## src/logic/mbox_pkg.sv

```systemverilog
// ******************************
// Mailbox shared types, register map offsets,
// reset value and bus/queue structs
// ******************************

package mbox_pkg;

	// ******************************
	// Widths
	// ******************************
	typedef logic [31:0] word_t;
	typedef logic [4:0] paddr_t;
	typedef logic [2:0] reg_idx_t;
	typedef logic [7:0] cnt_t;
	typedef logic [2:0] status_t;

	// Register indices
	localparam reg_idx_t IDX_STATUS = 3'd0;
	localparam reg_idx_t IDX_CMD = 3'd1;
	localparam reg_idx_t IDX_CONFIG = 3'd2;
	localparam reg_idx_t IDX_QUEUE0 = 3'd3;

	// Byte offsets on the bus
	localparam paddr_t OFS_STATUS = 5'h00;
	localparam paddr_t OFS_CMD = 5'h04;
	localparam paddr_t OFS_CONFIG = 5'h08;
	localparam paddr_t OFS_QUEUE0 = 5'h0C;
	localparam int OFS_QUEUE_STEP = 4;

	localparam word_t CONFIG_RESET = 32'h0000_0100;
	localparam int NUM_QUEUES = 4;

	// ******************************
	// Structs
	// ******************************
	typedef struct packed {
		logic sel;
		logic enable;
		logic write;
		paddr_t addr;
		word_t wdata;
	} apb_req_t;

	typedef struct packed {
		reg_idx_t idx;
		logic wr;
		logic rd;
	} reg_cmd_t;

	typedef struct packed {
		word_t data;
		logic empty;
		cnt_t count;
	} queue_out_t;

endpackage

```

## src/logic/apb_decode.sv

```systemverilog
// ******************************
// Bus access decode into register index and
// read/write strobes, with slave error flag
// ******************************

`timescale 1ns/1ns

module apb_decode
(
	input mbox_pkg::apb_req_t req,
	output mbox_pkg::reg_cmd_t cmd,
	output logic slverr
);

	import mbox_pkg::*;

	logic access;
	logic misaligned;
	logic hit;
	reg_idx_t idx;

	// Access phase only
	assign access = req.sel & req.enable;
	assign misaligned = |req.addr[1:0];

	always_comb
	begin
		hit = 1'b0;
		idx = IDX_STATUS;
		case (req.addr)
			OFS_STATUS:
			begin
				hit = 1'b1;
				idx = IDX_STATUS;
			end
			OFS_CMD:
			begin
				hit = 1'b1;
				idx = IDX_CMD;
			end
			OFS_CONFIG:
			begin
				hit = 1'b1;
				idx = IDX_CONFIG;
			end
			default:
			begin
				// Queue window
				for (int q = 0; q < NUM_QUEUES; q++)
				begin
					if (req.addr == paddr_t'(OFS_QUEUE0 + OFS_QUEUE_STEP * q))
					begin
						hit = 1'b1;
						idx = reg_idx_t'(IDX_QUEUE0 + q);
					end
				end
			end
		endcase
	end

	assign slverr = access & (misaligned | ~hit);

	assign cmd.idx = idx;
	assign cmd.wr = access & hit & ~misaligned & req.write;
	assign cmd.rd = access & hit & ~misaligned & ~req.write;

endmodule

```

## src/logic/mbox_fifo.sv

```systemverilog
// ******************************
// First-word-fall-through queue with fill count
// ******************************

`timescale 1ns/1ns

module mbox_fifo
#(
	parameter int FIFO_DEPTH = 8
)
(
	input logic rvx_port_21,
	input logic rvx_port_17,
	input logic push,
	input mbox_pkg::word_t wdata,
	input logic pop,
	output mbox_pkg::queue_out_t q,
	output logic full
);

	import mbox_pkg::*;

	localparam int AW = (FIFO_DEPTH > 1) ? $clog2(FIFO_DEPTH) : 1;

	typedef logic [AW-1:0] ptr_t;

	word_t mem [FIFO_DEPTH];
	ptr_t wr_ptr;
	ptr_t rd_ptr;
	cnt_t count;
	logic empty;
	logic do_push;
	logic do_pop;

	assign empty = (count == '0);
	assign full = (count == cnt_t'(FIFO_DEPTH));

	// Push to full and pop from empty are dropped
	assign do_push = push & ~full;
	assign do_pop = pop & ~empty;

	always_ff @(posedge rvx_port_21 or negedge rvx_port_17)
	begin
		if (!rvx_port_17)
		begin
			wr_ptr <= '0;
			rd_ptr <= '0;
			count <= '0;
		end
		else
		begin
			if (do_push)
				wr_ptr <= (wr_ptr == ptr_t'(FIFO_DEPTH - 1)) ? '0 : wr_ptr + 1'b1;
			if (do_pop)
				rd_ptr <= (rd_ptr == ptr_t'(FIFO_DEPTH - 1)) ? '0 : rd_ptr + 1'b1;
			case ({do_push, do_pop})
				2'b10: count <= count + 1'b1;
				2'b01: count <= count - 1'b1;
				default: count <= count;
			endcase
		end
	end

	// Storage
	always_ff @(posedge rvx_port_21)
	begin
		if (do_push)
			mem[wr_ptr] <= wdata;
	end

	// Head word is always visible
	assign q.data = mem[rd_ptr];
	assign q.empty = empty;
	assign q.count = count;

endmodule

```

## src/logic/mbox_regs.sv

```systemverilog
// ******************************
// Execute stage: config register, command
// pulse and the four write queues
// ******************************

`timescale 1ns/1ns

module mbox_regs
#(
	parameter int FIFO_DEPTH = 8
)
(
	input logic rvx_port_21,
	input logic rvx_port_17,
	input mbox_pkg::reg_cmd_t cmd,
	input mbox_pkg::word_t wdata,
	input logic [mbox_pkg::NUM_QUEUES-1:0] pop,
	output mbox_pkg::word_t config_data,
	output logic cmd_pulse,
	output mbox_pkg::queue_out_t [mbox_pkg::NUM_QUEUES-1:0] queues
);

	import mbox_pkg::*;

	logic [NUM_QUEUES-1:0] push;
	logic [NUM_QUEUES-1:0] full;

	// ******************************
	// Config and command
	// ******************************
	always_ff @(posedge rvx_port_21 or negedge rvx_port_17)
	begin
		if (!rvx_port_17)
			config_data <= CONFIG_RESET;
		else if (cmd.wr && cmd.idx == IDX_CONFIG)
			config_data <= wdata;
	end

	// High for the one cycle after a CMD write
	always_ff @(posedge rvx_port_21 or negedge rvx_port_17)
	begin
		if (!rvx_port_17)
			cmd_pulse <= 1'b0;
		else
			cmd_pulse <= cmd.wr && cmd.idx == IDX_CMD;
	end

	// ******************************
	// Queues
	// ******************************
	for (genvar q = 0; q < NUM_QUEUES; q++)
	begin : g_queue
		assign push[q] = cmd.wr && cmd.idx == reg_idx_t'(IDX_QUEUE0 + q) && !full[q];

		mbox_fifo
		#(
			.FIFO_DEPTH(FIFO_DEPTH)
		)
		u_mbox_fifo
		(
			.rvx_port_21(rvx_port_21),
			.rvx_port_17(rvx_port_17),
			.push(push[q]),
			.wdata(wdata),
			.pop(pop[q]),
			.q(queues[q]),
			.full(full[q])
		);
	end

endmodule

```

## src/logic/read_mux.sv

```systemverilog
// ******************************
// Result stage: read data by register index
// ******************************

`timescale 1ns/1ns

module read_mux
(
	input mbox_pkg::reg_cmd_t cmd,
	input mbox_pkg::status_t status,
	input mbox_pkg::word_t config_data,
	input mbox_pkg::queue_out_t [mbox_pkg::NUM_QUEUES-1:0] queues,
	output mbox_pkg::word_t rdata
);

	import mbox_pkg::*;

	word_t sel_word;

	always_comb
	begin
		sel_word = '0;
		case (cmd.idx)
			IDX_STATUS: sel_word = word_t'(status);
			IDX_CMD: sel_word = '0;
			IDX_CONFIG: sel_word = config_data;
			default:
			begin
				// Queue reads return the fill count
				for (int q = 0; q < NUM_QUEUES; q++)
				begin
					if (cmd.idx == reg_idx_t'(IDX_QUEUE0 + q))
						sel_word = word_t'(queues[q].count);
				end
			end
		endcase
	end

	// Zero outside a read access
	assign rdata = cmd.rd ? sel_word : '0;

endmodule

```

## src/logic/mbox_apb_top.sv

```systemverilog
// ******************************
// Mailbox peripheral on an APB-style bus
// ******************************

`timescale 1ns/1ns

module mbox_apb_top
#(
	parameter int FIFO_DEPTH = 8
)
(
	input logic rvx_port_21,
	input logic rvx_port_17,
	input mbox_pkg::apb_req_t req,
	input mbox_pkg::status_t status,
	input logic [mbox_pkg::NUM_QUEUES-1:0] pop,
	output mbox_pkg::word_t rdata,
	output logic slverr,
	output mbox_pkg::word_t config_data,
	output logic cmd_pulse,
	output mbox_pkg::queue_out_t [mbox_pkg::NUM_QUEUES-1:0] queues
);

	import mbox_pkg::*;

	reg_cmd_t cmd;

	apb_decode u_apb_decode
	(
		.req(req),
		.cmd(cmd),
		.slverr(slverr)
	);

	mbox_regs
	#(
		.FIFO_DEPTH(FIFO_DEPTH)
	)
	u_mbox_regs
	(
		.rvx_port_21(rvx_port_21),
		.rvx_port_17(rvx_port_17),
		.cmd(cmd),
		.wdata(req.wdata),
		.pop(pop),
		.config_data(config_data),
		.cmd_pulse(cmd_pulse),
		.queues(queues)
	);

	read_mux u_read_mux
	(
		.cmd(cmd),
		.status(status),
		.config_data(config_data),
		.queues(queues),
		.rdata(rdata)
	);

endmodule

```

## config.mk

```make
export PLATFORM = sky130hd
export DESIGN_NAME = mbox_apb_top
export DESIGN_NICKNAME = d
export VERILOG_FILES = /design/src/logic/mbox_pkg.sv /design/src/logic/apb_decode.sv /design/src/logic/mbox_fifo.sv /design/src/logic/mbox_regs.sv /design/src/logic/read_mux.sv /design/src/logic/mbox_apb_top.sv
export SDC_FILE = /design/constraint.sdc
export NUM_CORES = 1
export LEC_CHECK = 0
export ABC_AREA = 1
export BUFFER_PORTS_ARGS = -buffer_cell sky130_fd_sc_hd__buf_2
export CORE_ASPECT_RATIO = 1.25
export CORE_UTILIZATION = 45
export DETAILED_ROUTE_END_ITERATION = 16
export SLEW_MARGIN = 10
export SYNTH_ARGS = -nofsm -noshare
export SYNTH_HDL_FRONTEND = slang
export SYNTH_SLANG_ARGS = --single-unit
```

## constraint.sdc

```tcl
create_clock -name rvx_port_21 -period 4.4 [get_ports rvx_port_21]
set_input_delay 0.66 -clock rvx_port_21 [delete_from_list [all_inputs] [get_ports rvx_port_21]]
set_output_delay 0.66 -clock rvx_port_21 [all_outputs]
set_load 0.01 [all_outputs]
```

[After elaboration in Yosys (flattened, before gate mapping)]
Memories as Yosys holds them, arrays and structs flattened.
Cells that the tools add are included.
Storage, ports and cells
  output and inout port bits: 230
  register bits: 89
  bits in writable memories: 1024
  memories kept: 4
Memories
  u_mbox_regs.g_queue[0].u_mbox_fifo.mem: depth 8, bits a word 32, read ports 1, clocked after Yosys merged registers in 0, write ports 1, line mbox_fifo.sv:27  | word_t mem [FIFO_DEPTH];
  u_mbox_regs.g_queue[1].u_mbox_fifo.mem: depth 8, bits a word 32, read ports 1, clocked after Yosys merged registers in 0, write ports 1, line mbox_fifo.sv:27
  u_mbox_regs.g_queue[2].u_mbox_fifo.mem: depth 8, bits a word 32, read ports 1, clocked after Yosys merged registers in 0, write ports 1, line mbox_fifo.sv:27
  u_mbox_regs.g_queue[3].u_mbox_fifo.mem: depth 8, bits a word 32, read ports 1, clocked after Yosys merged registers in 0, write ports 1, line mbox_fifo.sv:27
Operators by class
  reductions and logical operators: 26
  eq/ne operators: 32
  add/sub/neg operators: 16
  bitwise operators: 26
  mux-type cells: 36
Operators with widths (number)
  32-bit one-hot mux with 3 select lines: 1
  8-bit one-hot mux with 2 select lines: 4
  3-bit == test, second input constant: 11
  3-bit two-way mux: 11
  8-bit by 1-bit adder with 8-bit output, second input constant: 4
  8-bit by 4-bit == test with 1-bit output, second input constant: 4
  8-bit logical NOT: 4
  32-bit two-way mux: 1
  8-bit two-way mux: 4
  8-bit by 1-bit subtractor with 8-bit output, second input constant: 4
  3-bit by 1-bit adder with 3-bit output, second input constant: 8
  5-bit == test, second input constant: 3
  1-bit AND: 14
  1-bit two-way mux: 13
  1-bit inverter: 11
  5-bit by 4-bit == test with 1-bit output, second input constant: 2
  1-bit logical AND: 10
  3-bit one-hot mux with 3 select lines: 1
  2-bit by 1-bit == test with 1-bit output, second input constant: 4
  2-bit == test, second input constant: 4
  2-bit nonzero test: 4
  3-bit by 2-bit == test with 1-bit output, second input constant: 2
  5-bit by 3-bit == test with 1-bit output, second input constant: 1
  5-bit logical NOT: 1
  other kinds (7): 10

[Longest topological paths before layout]
  depth after elaboration: 14
  gate-level depth with buffers: 17
  gate-level depth less buffers: 16

[Hierarchy]
From an unflattened synthesis, not the netlist that was laid out.
Second synthesis, totals
  cells, all modules: 4077
  area total of the unflattened synthesis: 46663.5 sq um
By module, submodules not included
  mbox_fifo at u_mbox_regs.g_queue[2].u_mbox_fifo ...: cells each 934, area an instance 11110.7 sq um, sequential area each 8037.7 sq um, instances 2
  mbox_fifo at u_mbox_regs.g_queue[1].u_mbox_fifo: cells each 935, area an instance 11098.1 sq um, sequential area each 8037.7 sq um, instances 1
  mbox_fifo at u_mbox_regs.g_queue[0].u_mbox_fifo: cells each 937, area an instance 11068.1 sq um, sequential area each 8037.7 sq um, instances 1
  mbox_regs: cells each 154, area an instance 1398.8 sq um, sequential area each 827.0 sq um, instances 1
  read_mux: cells each 168, area an instance 800.8 sq um, sequential area each 0.0 sq um, instances 1
  apb_decode: cells each 15, area an instance 76.3 sq um, sequential area each 0.0 sq um, instances 1

[Least setup slack after synthesis]
OpenSTA, ideal clock, no wires.
  kind: input to register
  start point: input port req[33] (netlist bit)
  end point: memory u_mbox_regs.g_queue[2].u_mbox_fifo.mem[6][0] (netlist bit) (enable)
  setup slack: 0.231 ns
  stages: 5
  arrival time: 3.708 ns
  library setup time: 0.461 ns
  cells stage by stage: nor2_2 > nand2_1 > nor3_2 > nand3_1 > nor3_1
On the way
  cells in the longest elaborated chain, start to end: 14
  elaborated cells on any way between the ends: 29
RTL lines
  start, declared: line mbox_apb_top.sv:14  | input mbox_pkg::apb_req_t req,
  5-bit by 4-bit == test with 1-bit output: line apb_decode.sv:51  | if (req.addr == paddr_t'(OFS_QUEUE0 + OFS_QUEUE_STEP * q))
  1-bit two-way mux (4 in series): line apb_decode.sv:51
  1-bit two-way mux: line apb_decode.sv:30  | case (req.addr)
  1-bit AND (3 in series): line apb_decode.sv:64  | assign cmd.wr = access & hit & ~misaligned & req.write;
  1-bit logical AND * (2 in series): line mbox_regs.sv:53  | assign push[q] = cmd.wr && cmd.idx == reg_idx_t'(IDX_QUEUE0 + q) && !full[q];
  1-bit AND *: line mbox_fifo.sv:39  | assign do_push = push & ~full;
  1-bit two-way mux *: line mbox_fifo.sv:67  | if (do_push)
  1-bit two-way mux (implied by the code) *: line mbox_fifo.sv:68  | mem[wr_ptr] <= wdata;
  end, declared: line mbox_fifo.sv:27
Mark *: on every way between the ends. The rest lies on a longest branch, timed or not.

==> reports/qor.yml <==
outcome: "completed"
syn_nets: 4023
timing.rr.start: "u_mbox_regs.g_queue[2].u_mbox_fifo.count[0]"
num_rows: 130
skew_ns: 0.0214
ioPinCount: 279
seq_area_frac_synth_pct: 72.3
wl_per_cell_um: 21.6
clk_path_buf_depth: 3
clkPwrFrac_pct: 29.3
cts_sinks: 1113
p_switching_uw: 10800
hpwl_um: 67500
finalPower_uw: 30600
drt-initial-drc-count: 2955
portBuffers: 278
hold_viol_final: 0
synth_xor_area_share_pct: 0.173
htree_levels: 3
grt-ovfl-total: 0
fmaxAchievable_mhz: 262
hp-start: "req[32]"
antenna_found_initial: 4
cts_tree: "done"
rsz0062_at_grt: "false"
slew_headroom_pct: 24.1
whs_path_depth: 3
r2r-end: "u_mbox_regs.g_queue[2].u_mbox_fifo.count[7]"
cp-start-kind: "flip-flop"
cts_made_buffers: 108
maxCapViolations: 0
coreArea_um2: 101000
fin_nets: 4272
synthAdderAreaFrac_pct: 1.38
area_growth_pct: 14.4
synth_mux_area_share_pct: 0
synth_area_leader_cell: "edfxtp_1"
synth_top_area_share_pct: 67.4
avgSynthCellArea_um2: 11.6
p_leak_uw: 0.0191
grt_max_degree: 82
maxSlewViolCount: 0
drt_wl_total_um: 121000
drive_gt1_share_pct: 13.7
cts_root_buf: "clkbuf_16"
grt_pass1_vias: 29364
synth_cell_type_count: 30
tightestPinTransition_ns: 1.14
min_period_over_period_pct: 86.8
swShare_pct: 35.3
die-area_um2: 103000
p_seq_share_pct: 40.1
combPwrFrac_pct: 30.7
crit_required_ns: 3.74
die_y_um: 358
grt_use_total_pct: 23.5
viasPerCell: 5.43
gp_congestion: 0.853
r2r_cells: 13
yosys_warnings: 0
endpoint_kind: "primary output"
finalSetupTns_ns: 0
num_vias: 30332
synth_compound_area_share_pct: 9.58
regToRegSetupSlack_ns: 1.33
post-route-min-period_ns: 3.82
synth_top_family_by_area: "simple AND/OR/NAND/NOR gates"
grt_pass1_wl_um: 180000
crit_fanout: 39
hold_class: "input pin to flip-flop"
worstPathArrival_ns: 3.16
ant_nets: 0
firstDrtPassIters: 5
netlist_area_um2: 45600
crit_type: "flip-flop to primary output"
start_util_pct: 45.4
vdd_drop_max_mv: 0.363
netlist_instances: 3926
p_int_uw: 19800
path_clk_slew_ns: 0.07
clock_latency_ns: 0.69
whs_endpoint: "u_mbox_regs.cmd_pulse"
drc: 0
powerDensity_nw_per_um2: 587
fp.dieW_um: 287
synth_area_leaders: "edfxtp_1, nor2_1, o21ai_0, nand2_1, dfrtp_1"
ys_ff_latch: 1113
setup_viol: 0
synth-simple-area-share_pct: 13.7
Yosys cell counts:
library cell / count
xor2_1: 4
fa_1: 4
nor3_2: 1
dfrtp_1: 88
nand2_1: 680
nand3b_1: 2
nand3_1: 92
a21oi_1: 151
nand3_2: 1
a21boi_2: 1
o21ai_1: 3
buf_2: 27
inv_2: 1
xnor2_1: 5
or2_2: 13
a21o_1: 4
dfstp_2: 1
o22ai_1: 7
a31oi_1: 128
nor3_1: 7
buf_4: 6
clkbuf_1: 154
nor2_1: 757
nand4_1: 35
nor2_2: 5
buf_1: 35
ha_1: 44
inv_1: 104
o21ai_0: 542
edfxtp_1: 1024
cell families (layout without fill, tap and decap cells):
group	count (synthesis)	in the layout
AO/OA/AOI/OAI	836	836
XOR/XNOR	9	9
adder cells (fa/ha/maj)	48	48
buffers and inverters	327	660
flip-flops	1113	1113
other	0	8
AND/OR/NAND/NOR	1593	1593
power groups by stage:
stage	sequential, µW	combinational (µW)	clock [µW]
floorplan	12300	5790	0
global placement	12500	9400	0
detailed placement	12500	9470	0
CTS	12300	9510	9100
global route	12300	10500	9510
finish	12300	9390	8970
per-layer routing:
metal / track usage, % / vias to the layer above / share of wire, %
met5: 0 / - / 0
met4: 7.67 / 0 / 2.6
met3: 3.03 / 143 / 6.0
met2: 39.1 / 952 / 49
met1: 31.9 / 14896 / 43
li1: - / 14341 / -
repair_timing:
action	CTS	global route
hold buffers	1	0
setup buffers	0	0
resized for setup	0	0
endpoints found under the hold margin	14	0
stage by stage:
step / util [%] / instances / hold WS, ns / instance area [µm²] / worst slack (ns)
after floorplan: - / 3926 / 0.364 / 45600 / 0.231
after global placement: 48.5 / 5384 / 0.479 / 48700 / 0.629
after detailed placement: 48.5 / 5384 / 0.489 / 48700 / 0.578
after CTS: 51.9 / 5579 / 0.262 / 52100 / 0.479
after global routing: 51.9 / 5579 / 0.281 / 52100 / 0.344
final: 51.9 / 5587 / 0.291 / 52100 / 0.580
how the worst max path moves through the flow:
| stage | start | slack, ns | end | cells past startpoint |
|---|---|---|---|---|
| global placement | req[35] | 0.63 | u_mbox_regs.g_queue[2].u_mbox_fifo.count[7] | 17 |
| CTS | u_mbox_regs.g_queue[1].u_mbox_fifo.rd_ptr[0] | 0.48 | queues[60] | 6 |
| floorplan | req[33] | 0.23 | u_mbox_regs.g_queue[2].u_mbox_fifo.mem[6][0] | 5 |
| detailed placement | req[35] | 0.58 | u_mbox_regs.g_queue[2].u_mbox_fifo.count[7] | 17 |
| global route | u_mbox_regs.g_queue[1].u_mbox_fifo.rd_ptr[0] | 0.34 | queues[53] | 8 |
| finish | u_mbox_regs.g_queue[1].u_mbox_fifo.rd_ptr[0] | 0.58 | queues[52] | 8 |
placed cells by master, fill, tap and decap left out, types with 9 or more instances in the layout:
master,count
clkbuf_16,109
ha_1,44
bufinv_16,9
dfrtp_1,80
a31oi_1,128
clkbuf_1,24
clkinv_2,31
buf_12,9
nor2_4,29
nand3_1,92
clkinv_1,17
nand4_1,35
a21oi_1,151
nor2_1,728
buf_4,74
nand2_1,680
buf_2,277
edfxtp_1,1024
inv_1,97
o21ai_0,542
or2_2,13
state kept, by name (all words and copies together), names as in the netlist:
register and cells:
u_mbox_regs.cmd_pulse 1, u_mbox_regs.config_data 32, u_mbox_regs.g_queue.u_mbox_fifo.count 32, u_mbox_regs.g_queue.u_mbox_fifo.mem 1024
u_mbox_regs.g_queue.u_mbox_fifo.rd_ptr 12, u_mbox_regs.g_queue.u_mbox_fifo.wr_ptr 12
worst max-delay path: stages (launching register included):
cell and delay, ns:
dfrtp_4 0.66, clkinv_2 0.29, buf_4 0.38, buf_4 0.41
nor2_1 0.07, o21ai_0 0.24, a21oi_1 0.08, a31oi_1 0.15
buf_2 0.16
layout make-up:
type	count	area, µm²
inverters	105	399
diodes	8	20.0
well taps	1320	1650
fillers	8703	48400
clock inverters	59	518
flip-flops and latches	1113	33000
clock buffers	135	2850
repair buffers	361	2130
multi-input cells	2486	11600
(Power assumes the default switching activity.)
